**src/rtl/link_pkg.sv**
```systemverilog
/*
  Shared definitions for the serial command link.
  Bit timing constants of the 8N1 frame.
  State encodings of the transmitter, receiver, sender and command assembler.
*/
`default_nettype none

package link_pkg;

  //////////////////////////////////////////////////////////////////////////
  // Bit timing
  //////////////////////////////////////////////////////////////////////////
  localparam int BAUD_DIV   = 16;                 // Clocks per bit, short for simulation.
  localparam int BAUD_CNT_W = $clog2(BAUD_DIV);   // Width of the bit timer.
  localparam int HALF_BAUD  = BAUD_DIV / 2;       // Mid-bit sample point.
  localparam int FRAME_BITS = 10;                 // Start bit, 8 data bits, stop bit.
  localparam int BIT_CNT_W  = 4;                  // Holds a count up to FRAME_BITS.

  //////////////////////////////////////////////////////////////////////////
  // State encodings
  //////////////////////////////////////////////////////////////////////////
  // Transmitter.
  typedef enum logic {TX_IDLE, TX_SHIFT} tx_state_t;

  // Receiver.
  typedef enum logic [1:0] {RX_IDLE, RX_START, RX_DATA, RX_STOP} rx_state_t;

  // Command sender, high byte goes first.
  typedef enum logic [1:0] {SND_IDLE, SND_HIGH, SND_LOW} snd_state_t;

  // Command assembler on the remote node.
  typedef enum logic {WAIT_HIGH, WAIT_LOW} asm_state_t;

endpackage

`default_nettype wire

```
**src/rtl/uart_tx.sv**
```systemverilog
/*
  8N1 serial transmitter.
  Sends a start bit, eight data bits LSB first and a stop bit, BAUD_DIV
  clocks per bit. tx_done holds from frame end until the next trmt.
*/
`timescale 1ns/1ps
`default_nettype none

module uart_tx
  import link_pkg::*;
(
  input  logic       clk,      // System clock.
  input  logic       rst_n,    // Asynchronous active low reset.
  input  logic       trmt,     // Start a frame with tx_data.
  input  logic [7:0] tx_data,  // Byte to send.
  output logic       tx,       // Serial line, high when idle.
  output logic       tx_done   // Frame finished, sticky until trmt.
);

  tx_state_t             state;      // Frame in flight or not.
  logic [8:0]            tx_shft;    // Data byte above the start bit.
  logic [BAUD_CNT_W-1:0] baud_cnt;   // Clocks spent in the current bit.
  logic [BIT_CNT_W-1:0]  bit_cnt;    // Bits finished in this frame.
  logic                  bit_end;    // Last clock of a bit.
  logic                  frame_end;  // Last clock of the stop bit.

  assign bit_end   = (baud_cnt == BAUD_CNT_W'(BAUD_DIV - 1));
  assign frame_end = bit_end && (bit_cnt == BIT_CNT_W'(FRAME_BITS - 1));

  // Frame state.
  always_ff @(posedge clk, negedge rst_n) begin
    if (!rst_n)
      state <= TX_IDLE;
    else if (trmt)
      state <= TX_SHIFT;                  // Start bit goes out next clock.
    else if (state == TX_SHIFT && frame_end)
      state <= TX_IDLE;
  end

  // Bit timer and bit counter.
  always_ff @(posedge clk, negedge rst_n) begin
    if (!rst_n) begin
      baud_cnt <= '0;
      bit_cnt  <= '0;
    end else if (state == TX_IDLE) begin
      baud_cnt <= '0;                     // Held clear between frames.
      bit_cnt  <= '0;
    end else if (bit_end) begin
      baud_cnt <= '0;
      bit_cnt  <= bit_cnt + 1'b1;         // Next bit.
    end else begin
      baud_cnt <= baud_cnt + 1'b1;
    end
  end

  // Shift register. Ones fill in from the top and form the stop bit.
  always_ff @(posedge clk, negedge rst_n) begin
    if (!rst_n)
      tx_shft <= '1;                      // Line idles high.
    else if (trmt)
      tx_shft <= {tx_data, 1'b0};         // Data over a start bit.
    else if (state == TX_SHIFT && bit_end)
      tx_shft <= {1'b1, tx_shft[8:1]};    // LSB first.
  end

  assign tx = tx_shft[0];

  // Sticky done flag.
  always_ff @(posedge clk, negedge rst_n) begin
    if (!rst_n)
      tx_done <= 1'b0;
    else if (trmt)
      tx_done <= 1'b0;                    // New frame knocks it down.
    else if (state == TX_SHIFT && frame_end)
      tx_done <= 1'b1;                    // FRAME_BITS*BAUD_DIV after trmt.
  end

  // The user may only start a frame once the previous one is out.
  trmt_idle_a: assert property (@(posedge clk) disable iff (!rst_n)
    trmt |-> state == TX_IDLE)
    else $error("uart_tx: trmt while a frame is in flight");

endmodule

`default_nettype wire

```
**src/rtl/uart_rx.sv**
```systemverilog
/*
  8N1 serial receiver.
  Double-flop synchronizer, start detection on a falling edge, mid-bit
  sampling of eight data bits LSB first, and a ready flag set in the stop bit.
*/
`timescale 1ns/1ps
`default_nettype none

module uart_rx
  import link_pkg::*;
(
  input  logic       clk,         // System clock.
  input  logic       rst_n,       // Asynchronous active low reset.
  input  logic       rx,          // Serial line in, asynchronous.
  input  logic       clr_rx_rdy,  // Consume the received byte.
  output logic [7:0] rx_data,     // Last received byte.
  output logic       rx_rdy       // Byte available.
);

  rx_state_t             state;       // Current state.
  rx_state_t             nxt_state;   // Next state.
  logic                  rx_meta;     // First synchronizer stage.
  logic                  rx_sync;     // Synchronized line.
  logic                  rx_prev;     // Line one clock earlier.
  logic [BAUD_CNT_W-1:0] baud_cnt;    // Clocks within the current bit.
  logic [BIT_CNT_W-1:0]  bit_cnt;     // Data bits sampled so far.
  logic [7:0]            rx_shft;     // Incoming data.
  logic                  start_edge;  // Falling edge on the line.
  logic                  half_tick;   // Middle of the start bit.
  logic                  bit_tick;    // Middle of a data or stop bit.
  logic                  sample;      // Shift in the line.
  logic                  set_rdy;     // Stop bit reached.

  //////////////////////////////////////////////////////////////////////////
  // Synchronizer and edge detect
  //////////////////////////////////////////////////////////////////////////
  always_ff @(posedge clk, negedge rst_n) begin
    if (!rst_n) begin
      rx_meta <= 1'b1;                    // Preset to the idle level.
      rx_sync <= 1'b1;
      rx_prev <= 1'b1;
    end else begin
      rx_meta <= rx;
      rx_sync <= rx_meta;
      rx_prev <= rx_sync;
    end
  end

  assign start_edge = rx_prev & ~rx_sync;
  assign half_tick  = (baud_cnt == BAUD_CNT_W'(HALF_BAUD - 1));
  assign bit_tick   = (baud_cnt == BAUD_CNT_W'(BAUD_DIV - 1));

  //////////////////////////////////////////////////////////////////////////
  // Receive FSM
  //////////////////////////////////////////////////////////////////////////
  always_ff @(posedge clk, negedge rst_n) begin
    if (!rst_n)
      state <= RX_IDLE;
    else
      state <= nxt_state;
  end

  always_comb begin
    nxt_state = state;
    sample    = 1'b0;
    set_rdy   = 1'b0;
    case (state)
      RX_START: if (half_tick)
        nxt_state = rx_sync ? RX_IDLE : RX_DATA;   // High again means a glitch.
      RX_DATA: if (bit_tick) begin
        sample = 1'b1;
        if (bit_cnt == BIT_CNT_W'(7))
          nxt_state = RX_STOP;            // Eighth data bit taken.
      end
      RX_STOP: if (bit_tick) begin
        set_rdy   = 1'b1;
        nxt_state = RX_IDLE;
      end
      default: if (start_edge)
        nxt_state = RX_START;
    endcase
  end

  // Bit timer restarts on every state change and every sample point.
  always_ff @(posedge clk, negedge rst_n) begin
    if (!rst_n)
      baud_cnt <= '0;
    else if (state == RX_IDLE || nxt_state != state || bit_tick)
      baud_cnt <= '0;
    else
      baud_cnt <= baud_cnt + 1'b1;
  end

  always_ff @(posedge clk, negedge rst_n) begin
    if (!rst_n)
      bit_cnt <= '0;
    else if (state != RX_DATA)
      bit_cnt <= '0;
    else if (sample)
      bit_cnt <= bit_cnt + 1'b1;
  end

  always_ff @(posedge clk) begin
    if (sample)
      rx_shft <= {rx_sync, rx_shft[7:1]}; // LSB arrives first.
  end

  assign rx_data = rx_shft;

  // Ready flag. Cleared by the user or by the next start bit.
  always_ff @(posedge clk, negedge rst_n) begin
    if (!rst_n)
      rx_rdy <= 1'b0;
    else if (clr_rx_rdy || state == RX_START)
      rx_rdy <= 1'b0;
    else if (set_rdy)
      rx_rdy <= 1'b1;
  end

  // A stale byte must never be visible while a new one is shifting in.
  rdy_not_in_data_a: assert property (@(posedge clk) disable iff (!rst_n)
    !(rx_rdy && state == RX_DATA))
    else $error("uart_rx: rx_rdy high during data bits");

endmodule

`default_nettype wire

```
**src/rtl/remote_comm.sv**
```systemverilog
/*
  Command sender.
  Splits a 16-bit command into a high and a low byte, sends both over a UART
  transmitter and presents the one-byte response from the remote node.
*/
`timescale 1ns/1ps
`default_nettype none

module remote_comm
  import link_pkg::*;
(
  input  logic        clk,       // System clock.
  input  logic        rst_n,     // Asynchronous active low reset.
  input  logic        snd_cmd,   // Send cmd, one cycle.
  input  logic [15:0] cmd,       // Command, valid with snd_cmd.
  input  logic        rx,        // Serial line from the remote node.
  output logic        tx,        // Serial line to the remote node.
  output logic [7:0]  resp,      // Response byte.
  output logic        resp_rdy,  // Response arrived.
  output logic        cmd_snt    // Both bytes sent, held until next snd_cmd.
);

  snd_state_t state;        // Current state.
  snd_state_t nxt_state;    // Next state.
  logic       trmt;         // Start a byte.
  logic       tx_done;      // Byte finished.
  logic       sel_high;     // Send the high byte straight from cmd.
  logic       set_cmd_snt;  // Low byte finished.
  logic [7:0] low_byte;     // Low byte held for the second frame.
  logic [7:0] tx_byte;      // Byte into the transmitter.

  uart_tx u_tx (
    .clk     (clk),
    .rst_n   (rst_n),
    .trmt    (trmt),
    .tx_data (tx_byte),
    .tx      (tx),
    .tx_done (tx_done)
  );

  uart_rx u_rx (
    .clk        (clk),
    .rst_n      (rst_n),
    .rx         (rx),
    .clr_rx_rdy (snd_cmd),        // A new command drops the old response.
    .rx_data    (resp),
    .rx_rdy     (resp_rdy)
  );

  always_ff @(posedge clk) begin
    if (snd_cmd)
      low_byte <= cmd[7:0];       // cmd is gone after this cycle.
  end

  assign tx_byte = sel_high ? cmd[15:8] : low_byte;

  //////////////////////////////////////////////////////////////////////////
  // Sender FSM
  //////////////////////////////////////////////////////////////////////////
  always_ff @(posedge clk, negedge rst_n) begin
    if (!rst_n)
      state <= SND_IDLE;
    else
      state <= nxt_state;
  end

  always_comb begin
    nxt_state   = state;
    sel_high    = 1'b0;
    trmt        = 1'b0;
    set_cmd_snt = 1'b0;
    case (state)
      SND_HIGH: if (tx_done) begin
        trmt      = 1'b1;             // Low byte follows at once.
        nxt_state = SND_LOW;
      end
      SND_LOW: if (tx_done) begin
        set_cmd_snt = 1'b1;
        nxt_state   = SND_IDLE;
      end
      default: if (snd_cmd) begin
        sel_high  = 1'b1;
        trmt      = 1'b1;             // High byte goes first.
        nxt_state = SND_HIGH;
      end
    endcase
  end

  // Command sent flag.
  always_ff @(posedge clk, negedge rst_n) begin
    if (!rst_n)
      cmd_snt <= 1'b0;
    else if (snd_cmd)
      cmd_snt <= 1'b0;
    else if (set_cmd_snt)
      cmd_snt <= 1'b1;
  end

  // No back-pressure. A command may only start from idle.
  snd_idle_a: assert property (@(posedge clk) disable iff (!rst_n)
    snd_cmd |-> state == SND_IDLE)
    else $error("remote_comm: snd_cmd while a command is being sent");

endmodule

`default_nettype wire

```
**src/rtl/cmd_receiver.sv**
```systemverilog
/*
  Remote node side of the link.
  Assembles two received bytes into a 16-bit command, high byte first, and
  flags it. Sends a one-byte response on request.
*/
`timescale 1ns/1ps
`default_nettype none

module cmd_receiver
  import link_pkg::*;
(
  input  logic        clk,          // System clock.
  input  logic        rst_n,        // Asynchronous active low reset.
  input  logic        rx,           // Serial line from the sender.
  input  logic        clr_cmd_rdy,  // Command taken.
  input  logic        snd_resp,     // Send resp_data, one cycle.
  input  logic [7:0]  resp_data,    // Response byte, valid with snd_resp.
  output logic        tx,           // Serial line to the sender.
  output logic [15:0] rcv_cmd,      // Assembled command.
  output logic        cmd_rdy,      // Command complete.
  output logic        resp_snt      // Response out, held until next snd_resp.
);

  asm_state_t state;        // Current state.
  asm_state_t nxt_state;    // Next state.
  logic       rx_rdy;       // Byte arrived.
  logic       clr_rx_rdy;   // Byte consumed.
  logic [7:0] rx_data;      // Received byte.
  logic [7:0] high_byte;    // First half of the command.
  logic       load_high;    // Keep the first byte.
  logic       set_cmd_rdy;  // Second byte arrived.
  logic       tx_done;      // Response frame finished.
  logic       tx_used;      // Some response has gone out since reset.

  uart_rx u_rx (
    .clk        (clk),
    .rst_n      (rst_n),
    .rx         (rx),
    .clr_rx_rdy (clr_rx_rdy),
    .rx_data    (rx_data),
    .rx_rdy     (rx_rdy)
  );

  uart_tx u_tx (
    .clk     (clk),
    .rst_n   (rst_n),
    .trmt    (snd_resp),
    .tx_data (resp_data),
    .tx      (tx),
    .tx_done (tx_done)
  );

  //////////////////////////////////////////////////////////////////////////
  // Command assembler
  //////////////////////////////////////////////////////////////////////////
  always_ff @(posedge clk, negedge rst_n) begin
    if (!rst_n)
      state <= WAIT_HIGH;
    else
      state <= nxt_state;
  end

  always_comb begin
    nxt_state   = state;
    clr_rx_rdy  = 1'b0;
    load_high   = 1'b0;
    set_cmd_rdy = 1'b0;
    case (state)
      WAIT_LOW: if (rx_rdy) begin
        clr_rx_rdy  = 1'b1;
        set_cmd_rdy = 1'b1;           // Command is whole.
        nxt_state   = WAIT_HIGH;
      end
      default: if (rx_rdy) begin
        clr_rx_rdy = 1'b1;            // Each byte consumed on arrival.
        load_high  = 1'b1;
        nxt_state  = WAIT_LOW;
      end
    endcase
  end

  always_ff @(posedge clk) begin
    if (load_high)
      high_byte <= rx_data;
    if (set_cmd_rdy)
      rcv_cmd <= {high_byte, rx_data};  // Overwrites an untaken command.
  end

  // Set wins so a command finishing with a clear is not lost.
  always_ff @(posedge clk, negedge rst_n) begin
    if (!rst_n)
      cmd_rdy <= 1'b0;
    else if (set_cmd_rdy)
      cmd_rdy <= 1'b1;
    else if (clr_cmd_rdy)
      cmd_rdy <= 1'b0;
  end

  //////////////////////////////////////////////////////////////////////////
  // Response side
  //////////////////////////////////////////////////////////////////////////
  always_ff @(posedge clk, negedge rst_n) begin
    if (!rst_n) begin
      resp_snt <= 1'b0;
      tx_used  <= 1'b0;
    end else if (snd_resp) begin
      resp_snt <= 1'b0;
      tx_used  <= 1'b1;
    end else if (tx_done) begin
      resp_snt <= 1'b1;               // One cycle after tx_done.
    end
  end

  // After the first send, a new response waits for the previous one.
  resp_idle_a: assert property (@(posedge clk) disable iff (!rst_n)
    snd_resp && tx_used |-> resp_snt)
    else $error("cmd_receiver: snd_resp while a response is in flight");

endmodule

`default_nettype wire

```
**src/rtl/comm_link.sv**
```systemverilog
/*
  Top level of the serial command link.
  Command sender and remote node with their serial lines crossed.
*/
`timescale 1ns/1ps
`default_nettype none

module comm_link (
  input  logic        clk,          // System clock.
  input  logic        rst_n,        // Asynchronous active low reset.
  // Sender side.
  input  logic        snd_cmd,      // Send cmd.
  input  logic [15:0] cmd,          // Command to send.
  output logic [7:0]  resp,         // Response from the remote node.
  output logic        resp_rdy,     // Response arrived.
  output logic        cmd_snt,      // Command sent.
  // Remote node side.
  output logic [15:0] rcv_cmd,      // Command as received.
  output logic        cmd_rdy,      // Command complete.
  input  logic        clr_cmd_rdy,  // Command taken.
  input  logic        snd_resp,     // Send resp_data.
  input  logic [7:0]  resp_data,    // Response byte.
  output logic        resp_snt      // Response sent.
);

  logic cmd_line;   // Sender tx to node rx.
  logic resp_line;  // Node tx to sender rx.

  remote_comm u_sender (
    .clk(clk), .rst_n(rst_n), .snd_cmd(snd_cmd), .cmd(cmd),
    .rx(resp_line), .tx(cmd_line),
    .resp(resp), .resp_rdy(resp_rdy), .cmd_snt(cmd_snt)
  );

  cmd_receiver u_node (
    .clk(clk), .rst_n(rst_n), .rx(cmd_line), .clr_cmd_rdy(clr_cmd_rdy),
    .snd_resp(snd_resp), .resp_data(resp_data), .tx(resp_line),
    .rcv_cmd(rcv_cmd), .cmd_rdy(cmd_rdy), .resp_snt(resp_snt)
  );

endmodule

`default_nettype wire

```
**config.mk**
```make
export PLATFORM = sky130hd
export DESIGN_NAME = comm_link
export DESIGN_NICKNAME = d
export VERILOG_FILES = /design/src/rtl/link_pkg.sv /design/src/rtl/uart_tx.sv /design/src/rtl/uart_rx.sv /design/src/rtl/remote_comm.sv /design/src/rtl/cmd_receiver.sv /design/src/rtl/comm_link.sv
export SDC_FILE = /design/constraint.sdc
export NUM_CORES = 1
export LEC_CHECK = 0
export ABC_AREA = 1
export BUFFER_PORTS_ARGS = -buffer_cell sky130_fd_sc_hd__buf_2
export CAP_MARGIN = 5
export CORE_MARGIN = 2
export CORE_UTILIZATION = 40
export CTS_CLUSTER_SIZE = 30
export DETAILED_ROUTE_END_ITERATION = 16
export SLEW_MARGIN = 20
export SYNTH_ARGS = -nofsm -noshare
export SYNTH_HDL_FRONTEND = slang
export SYNTH_SLANG_ARGS = --single-unit
```
**constraint.sdc**
```tcl
create_clock -name clk -period 4.75 [get_ports clk]
set_clock_uncertainty 0.2 [all_clocks]
set_input_delay 0.95 -clock clk [delete_from_list [all_inputs] [get_ports clk]]
set_output_delay 0.95 -clock clk [all_outputs]
set_load 0.02 [all_outputs]
```
==> impl_summary.log <==
[metrics] transition time at the pin with the least slew margin: 733 ps
[metrics] buffer depth of the longest clock path: 2
[metrics] Netlist cell types: 31
[metrics] Die ar.: 0.0127 mm2
[metrics] Avg Cell Area, Syn: 11.7 um2
[metrics] Slew Limit Fails: 0
[metrics] clock network latency to the later pin of the worst-skew pair: 410 ps
[metrics] unrepaired setup endpoints after global routing: no
[metrics] grt peak-use layer: met2
[metrics] post-detailed-route DRC marker count: 0
[metrics] power density of the placed cells: around 420 mW/mm2
[metrics] relative max-transition margin: 51.1%
[metrics] clock tree sinks: 120
[metrics] DR vias/cell: approximately 4.7
[metrics] type of the worst setup path: in -> reg
[metrics] clock transition at the registers of the reported paths: 60 ps
[metrics] run status: completed
[metrics] Initial DRT Pass Iterations: 4
[metrics] power dissipated by switching net loads: 564 uW
[metrics] clock group share of total power: 47.4%
[metrics] number of CTS-inserted buffers: 17
[metrics] clock tree from TritonCTS: built
[metrics] post-synthesis instance total: between 400 and 500
[metrics] post-route total power: 2.39 mW
[metrics] Setup Total Neg Slack: 0 ps
[metrics] GR Layer Usage met1: 18.2%
[metrics] fraction of layout cells with a size suffix above 1: 25.1%
[metrics] Post-synth ARST share: 60.0%
[metrics] final estimated routing congestion in global placement: 0.770
[metrics] met2 Resource Use GR: between 20% and 30%
[metrics] crit path setup slack, layout: 2580 ps
[metrics] worst-case setup slack after placement: 2170 ps
[metrics] Fill cells: 991
[metrics] Period Utilization, post-route: between 40% and 50%
[metrics] number of maximum-capacitance violations: 0
[metrics] total number of nets in the final design: 521
[metrics] total global routing overflow: 0
[metrics] number of register bits inferred by synthesis: 120
[metrics] pin count of the biggest net entering global routing: 47
[metrics] post-cts sizing count: 0
[metrics] combinational cell fraction of total power: 5.0%
[metrics] number of buffers added for setup after CTS: 0
[metrics] type of origin of the critical path: primary input
[metrics] DPL Wire Length: 5.26 mm
[metrics] Tightest Hold Check Type: reg -> reg
[metrics] antenna diode instance count: 0
[metrics] Worst EP required: slightly below 5000 ps
[metrics] internal portion of total power: 1.82 mW
[metrics] first-pass GRT wire length: 14.0 mm
[metrics] routed wirelength normalized by instance count: 12.1 um
[metrics] synthesis-to-layout area growth: 20.7%
[metrics] cell at the root of the clock tree: sky130_fd_sc_hd__clkbuf_16
[metrics] DIE WIDTH: 113 um
[metrics] register-to-register setup slack: about 2700 ps
[metrics] arrival time reported for the critical path endpoint: 2290 ps
[metrics] total global-route track usage: 13.7%
[metrics] antenna violations before repair: 0
[metrics] type of element capturing the critical path: flip-flop
[metrics] IR drop worst, VDD: 280 uV
[metrics] number of DRC markers in iteration 0: 167
[metrics] maximum clock frequency: 462 MHz
[metrics] Syn. warnings: 0
[metrics] number of synthesized flops with an enable pin: 48
[metrics] share of total power in sequential cells: a little under half
[metrics] Starting Density: 41.3%
[metrics] number of endpoints with negative hold slack in the final report: 0
[metrics] post-route ant nets: 0
[metrics] switching fraction of total power: 23.6%
[metrics] ports placed on the boundary: 57
[metrics] commonest register cell after synthesis: sky130_fd_sc_hd__edfxtp_1
[metrics] final critical delay including setup and external delays: 2170 ps
[metrics] maximum fanout encountered on the critical timing path: 14
[metrics] Final Routed Wirelength: 7.67 mm
[metrics] reported leakage power: 2.36 nW
[metrics] vias in the first global route: 3,046
[metrics] Die Y-Extent: between 100 and 150 um
[metrics] maximum level of the CTS H-tree: 4
[metrics] Final Core Density: about half
[metrics] sequential area share after synthesis: between 60% and 70%
[metrics] core area: 0.0115 mm2
[metrics] most used cells in the layout excluding fill and tap cells: sky130_fd_sc_hd__nand2_1 (56), sky130_fd_sc_hd__buf_2 (56), sky130_fd_sc_hd__nor2_1 (52)
[metrics] row cnt: 39
[metrics] Global Route met3 Usage: under 10%
[metrics] count of endpoints failing setup in the final report: 0
[metrics] Port Buffer Count: 56
[metrics] CTS hold repair buffers: 0
[metrics] Cell Area, Synth: 0.00474 mm2
[metrics] Via Count: about 3,000
[metrics] Synth Net Count: 448
[state kept, by name, summed over array words and instances, names as in the netlist, 2 cells and up]
name                    flops
u_sender.u_tx.tx_shft       9
u_sender.state              2
u_sender.u_rx.baud_cnt      4
u_sender.u_tx.baud_cnt      4
u_node.u_rx.baud_cnt        4
u_node.rcv_cmd             16
u_node.high_byte            8
u_node.u_rx.bit_cnt         4
u_node.u_rx.state           2
u_node.u_tx.baud_cnt        4
u_sender.u_tx.bit_cnt       4
u_sender.u_rx.bit_cnt       4
u_sender.u_rx.rx_data       8
u_sender.low_byte           8
u_node.u_tx.bit_cnt         4
u_sender.u_rx.state         2
u_node.u_rx.rx_data         8
u_node.u_tx.tx_shft         9
[metal layers]
layer,routed length (um),part of all wire [%]
met2,3530,46
met4,31,0.40
met5,0,0
met3,392,5.1
met1,3710,48
[worst max-delay path: stages]
cell	delay, ps
sky130_fd_sc_hd__buf_2	250
sky130_fd_sc_hd__nand2_2	160
sky130_fd_sc_hd__nand2_1	270
sky130_fd_sc_hd__inv_2	120
sky130_fd_sc_hd__nand2_1	310
sky130_fd_sc_hd__nor2_1	70
sky130_fd_sc_hd__a31oi_1	150
[through the flow]
stage	hold WS, ps	instance area (um2)	instances
2_1_floorplan	145	4740	405
3_3_place_gp	146	5180	602
3_5_place_dp	147	5180	602
4_1_cts	151	5720	634
5_1_grt	157	5720	634
6_report	147	5720	634
[worst paths after layout]
| check | start | cells after the start | endpoint |
|---|---|---|---|
| max in group asynchronous | rst_n | 2 | u_node.u_rx.rx_meta |
| worst max-delay path | snd_cmd | 7 | u_sender.u_tx.tx_shft[2] |
| min in group asynchronous | rst_n | 1 | u_node.resp_snt |
| worst min-delay path | u_node.u_rx.rx_meta | 0 | u_node.u_rx.rx_sync |
| worst min register to register | u_node.u_rx.rx_meta | 0 | u_node.u_rx.rx_sync |
| worst max register to register | u_sender.state[0] | 7 | u_sender.u_tx.tx_shft[2] |
[cells by family (layout without fill, tap and decap cells)]
logic type | after synthesis | after routing | share of synthesized area (%)
flip-flops | 120 | 120 | 69.1
AO/OA/AOI/OAI | 64 | 64 | 7.71
adder cells (fa/ha/maj) | 14 | 14 | 3.70
buffers and inverters | 54 | 140 | 4.46
AND/OR/NAND/NOR | 146 | 146 | 13.7
XOR/XNOR | 7 | 7 | 1.29
[synthesized netlist by cell type (2+ instances only)]
master | number | area [um2]
sky130_fd_sc_hd__dfrtp_1 | 48 | 1200
sky130_fd_sc_hd__xnor2_1 | 3 | 26.3
sky130_fd_sc_hd__nand3_4 | 2 | 35.0
sky130_fd_sc_hd__a21oi_1 | 15 | 75.1
sky130_fd_sc_hd__edfxtp_1 | 48 | 1440
sky130_fd_sc_hd__nor2_1 | 52 | 195
sky130_fd_sc_hd__buf_4 | 2 | 15.0
sky130_fd_sc_hd__xor2_1 | 4 | 35.0
sky130_fd_sc_hd__o21bai_1 | 2 | 15.0
sky130_fd_sc_hd__dfstp_2 | 24 | 631
sky130_fd_sc_hd__o221ai_1 | 4 | 35.0
sky130_fd_sc_hd__o22ai_1 | 6 | 37.5
sky130_fd_sc_hd__nand2_2 | 4 | 25.0
sky130_fd_sc_hd__nand3_1 | 20 | 100
sky130_fd_sc_hd__o211ai_1 | 2 | 15.0
sky130_fd_sc_hd__o21ai_0 | 31 | 155
sky130_fd_sc_hd__nand4_1 | 3 | 18.8
sky130_fd_sc_hd__nor3_1 | 4 | 20.0
sky130_fd_sc_hd__nor2_4 | 2 | 22.5
sky130_fd_sc_hd__nand2_1 | 56 | 210
sky130_fd_sc_hd__inv_1 | 50 | 188
sky130_fd_sc_hd__ha_1 | 14 | 175
[power by group through the flow]
stage,clock network (mW),registers (mW),logic (mW)
2_1_floorplan,0,1.15,0.0754
3_3_place_gp,0,1.15,0.114
3_5_place_dp,0,1.15,0.119
4_1_cts,1.16,1.14,0.121
5_1_grt,1.21,1.14,0.140
6_report,1.13,1.14,0.118
[layout make-up]
cell class | count | area, um2 | share of cell area (%)
flip-flops and latches | 120 | 3270 | 57.3
multi-input cells | 231 | 1250 | 21.9
clock buffers | 17 | 425 | 7.44
repair buffers | 57 | 288 | 5.04
inverters | 51 | 191 | 3.35
well taps | 143 | 179 | 3.13
clock inverters | 15 | 106 | 1.86
Power figures use the tool's default switching activity.
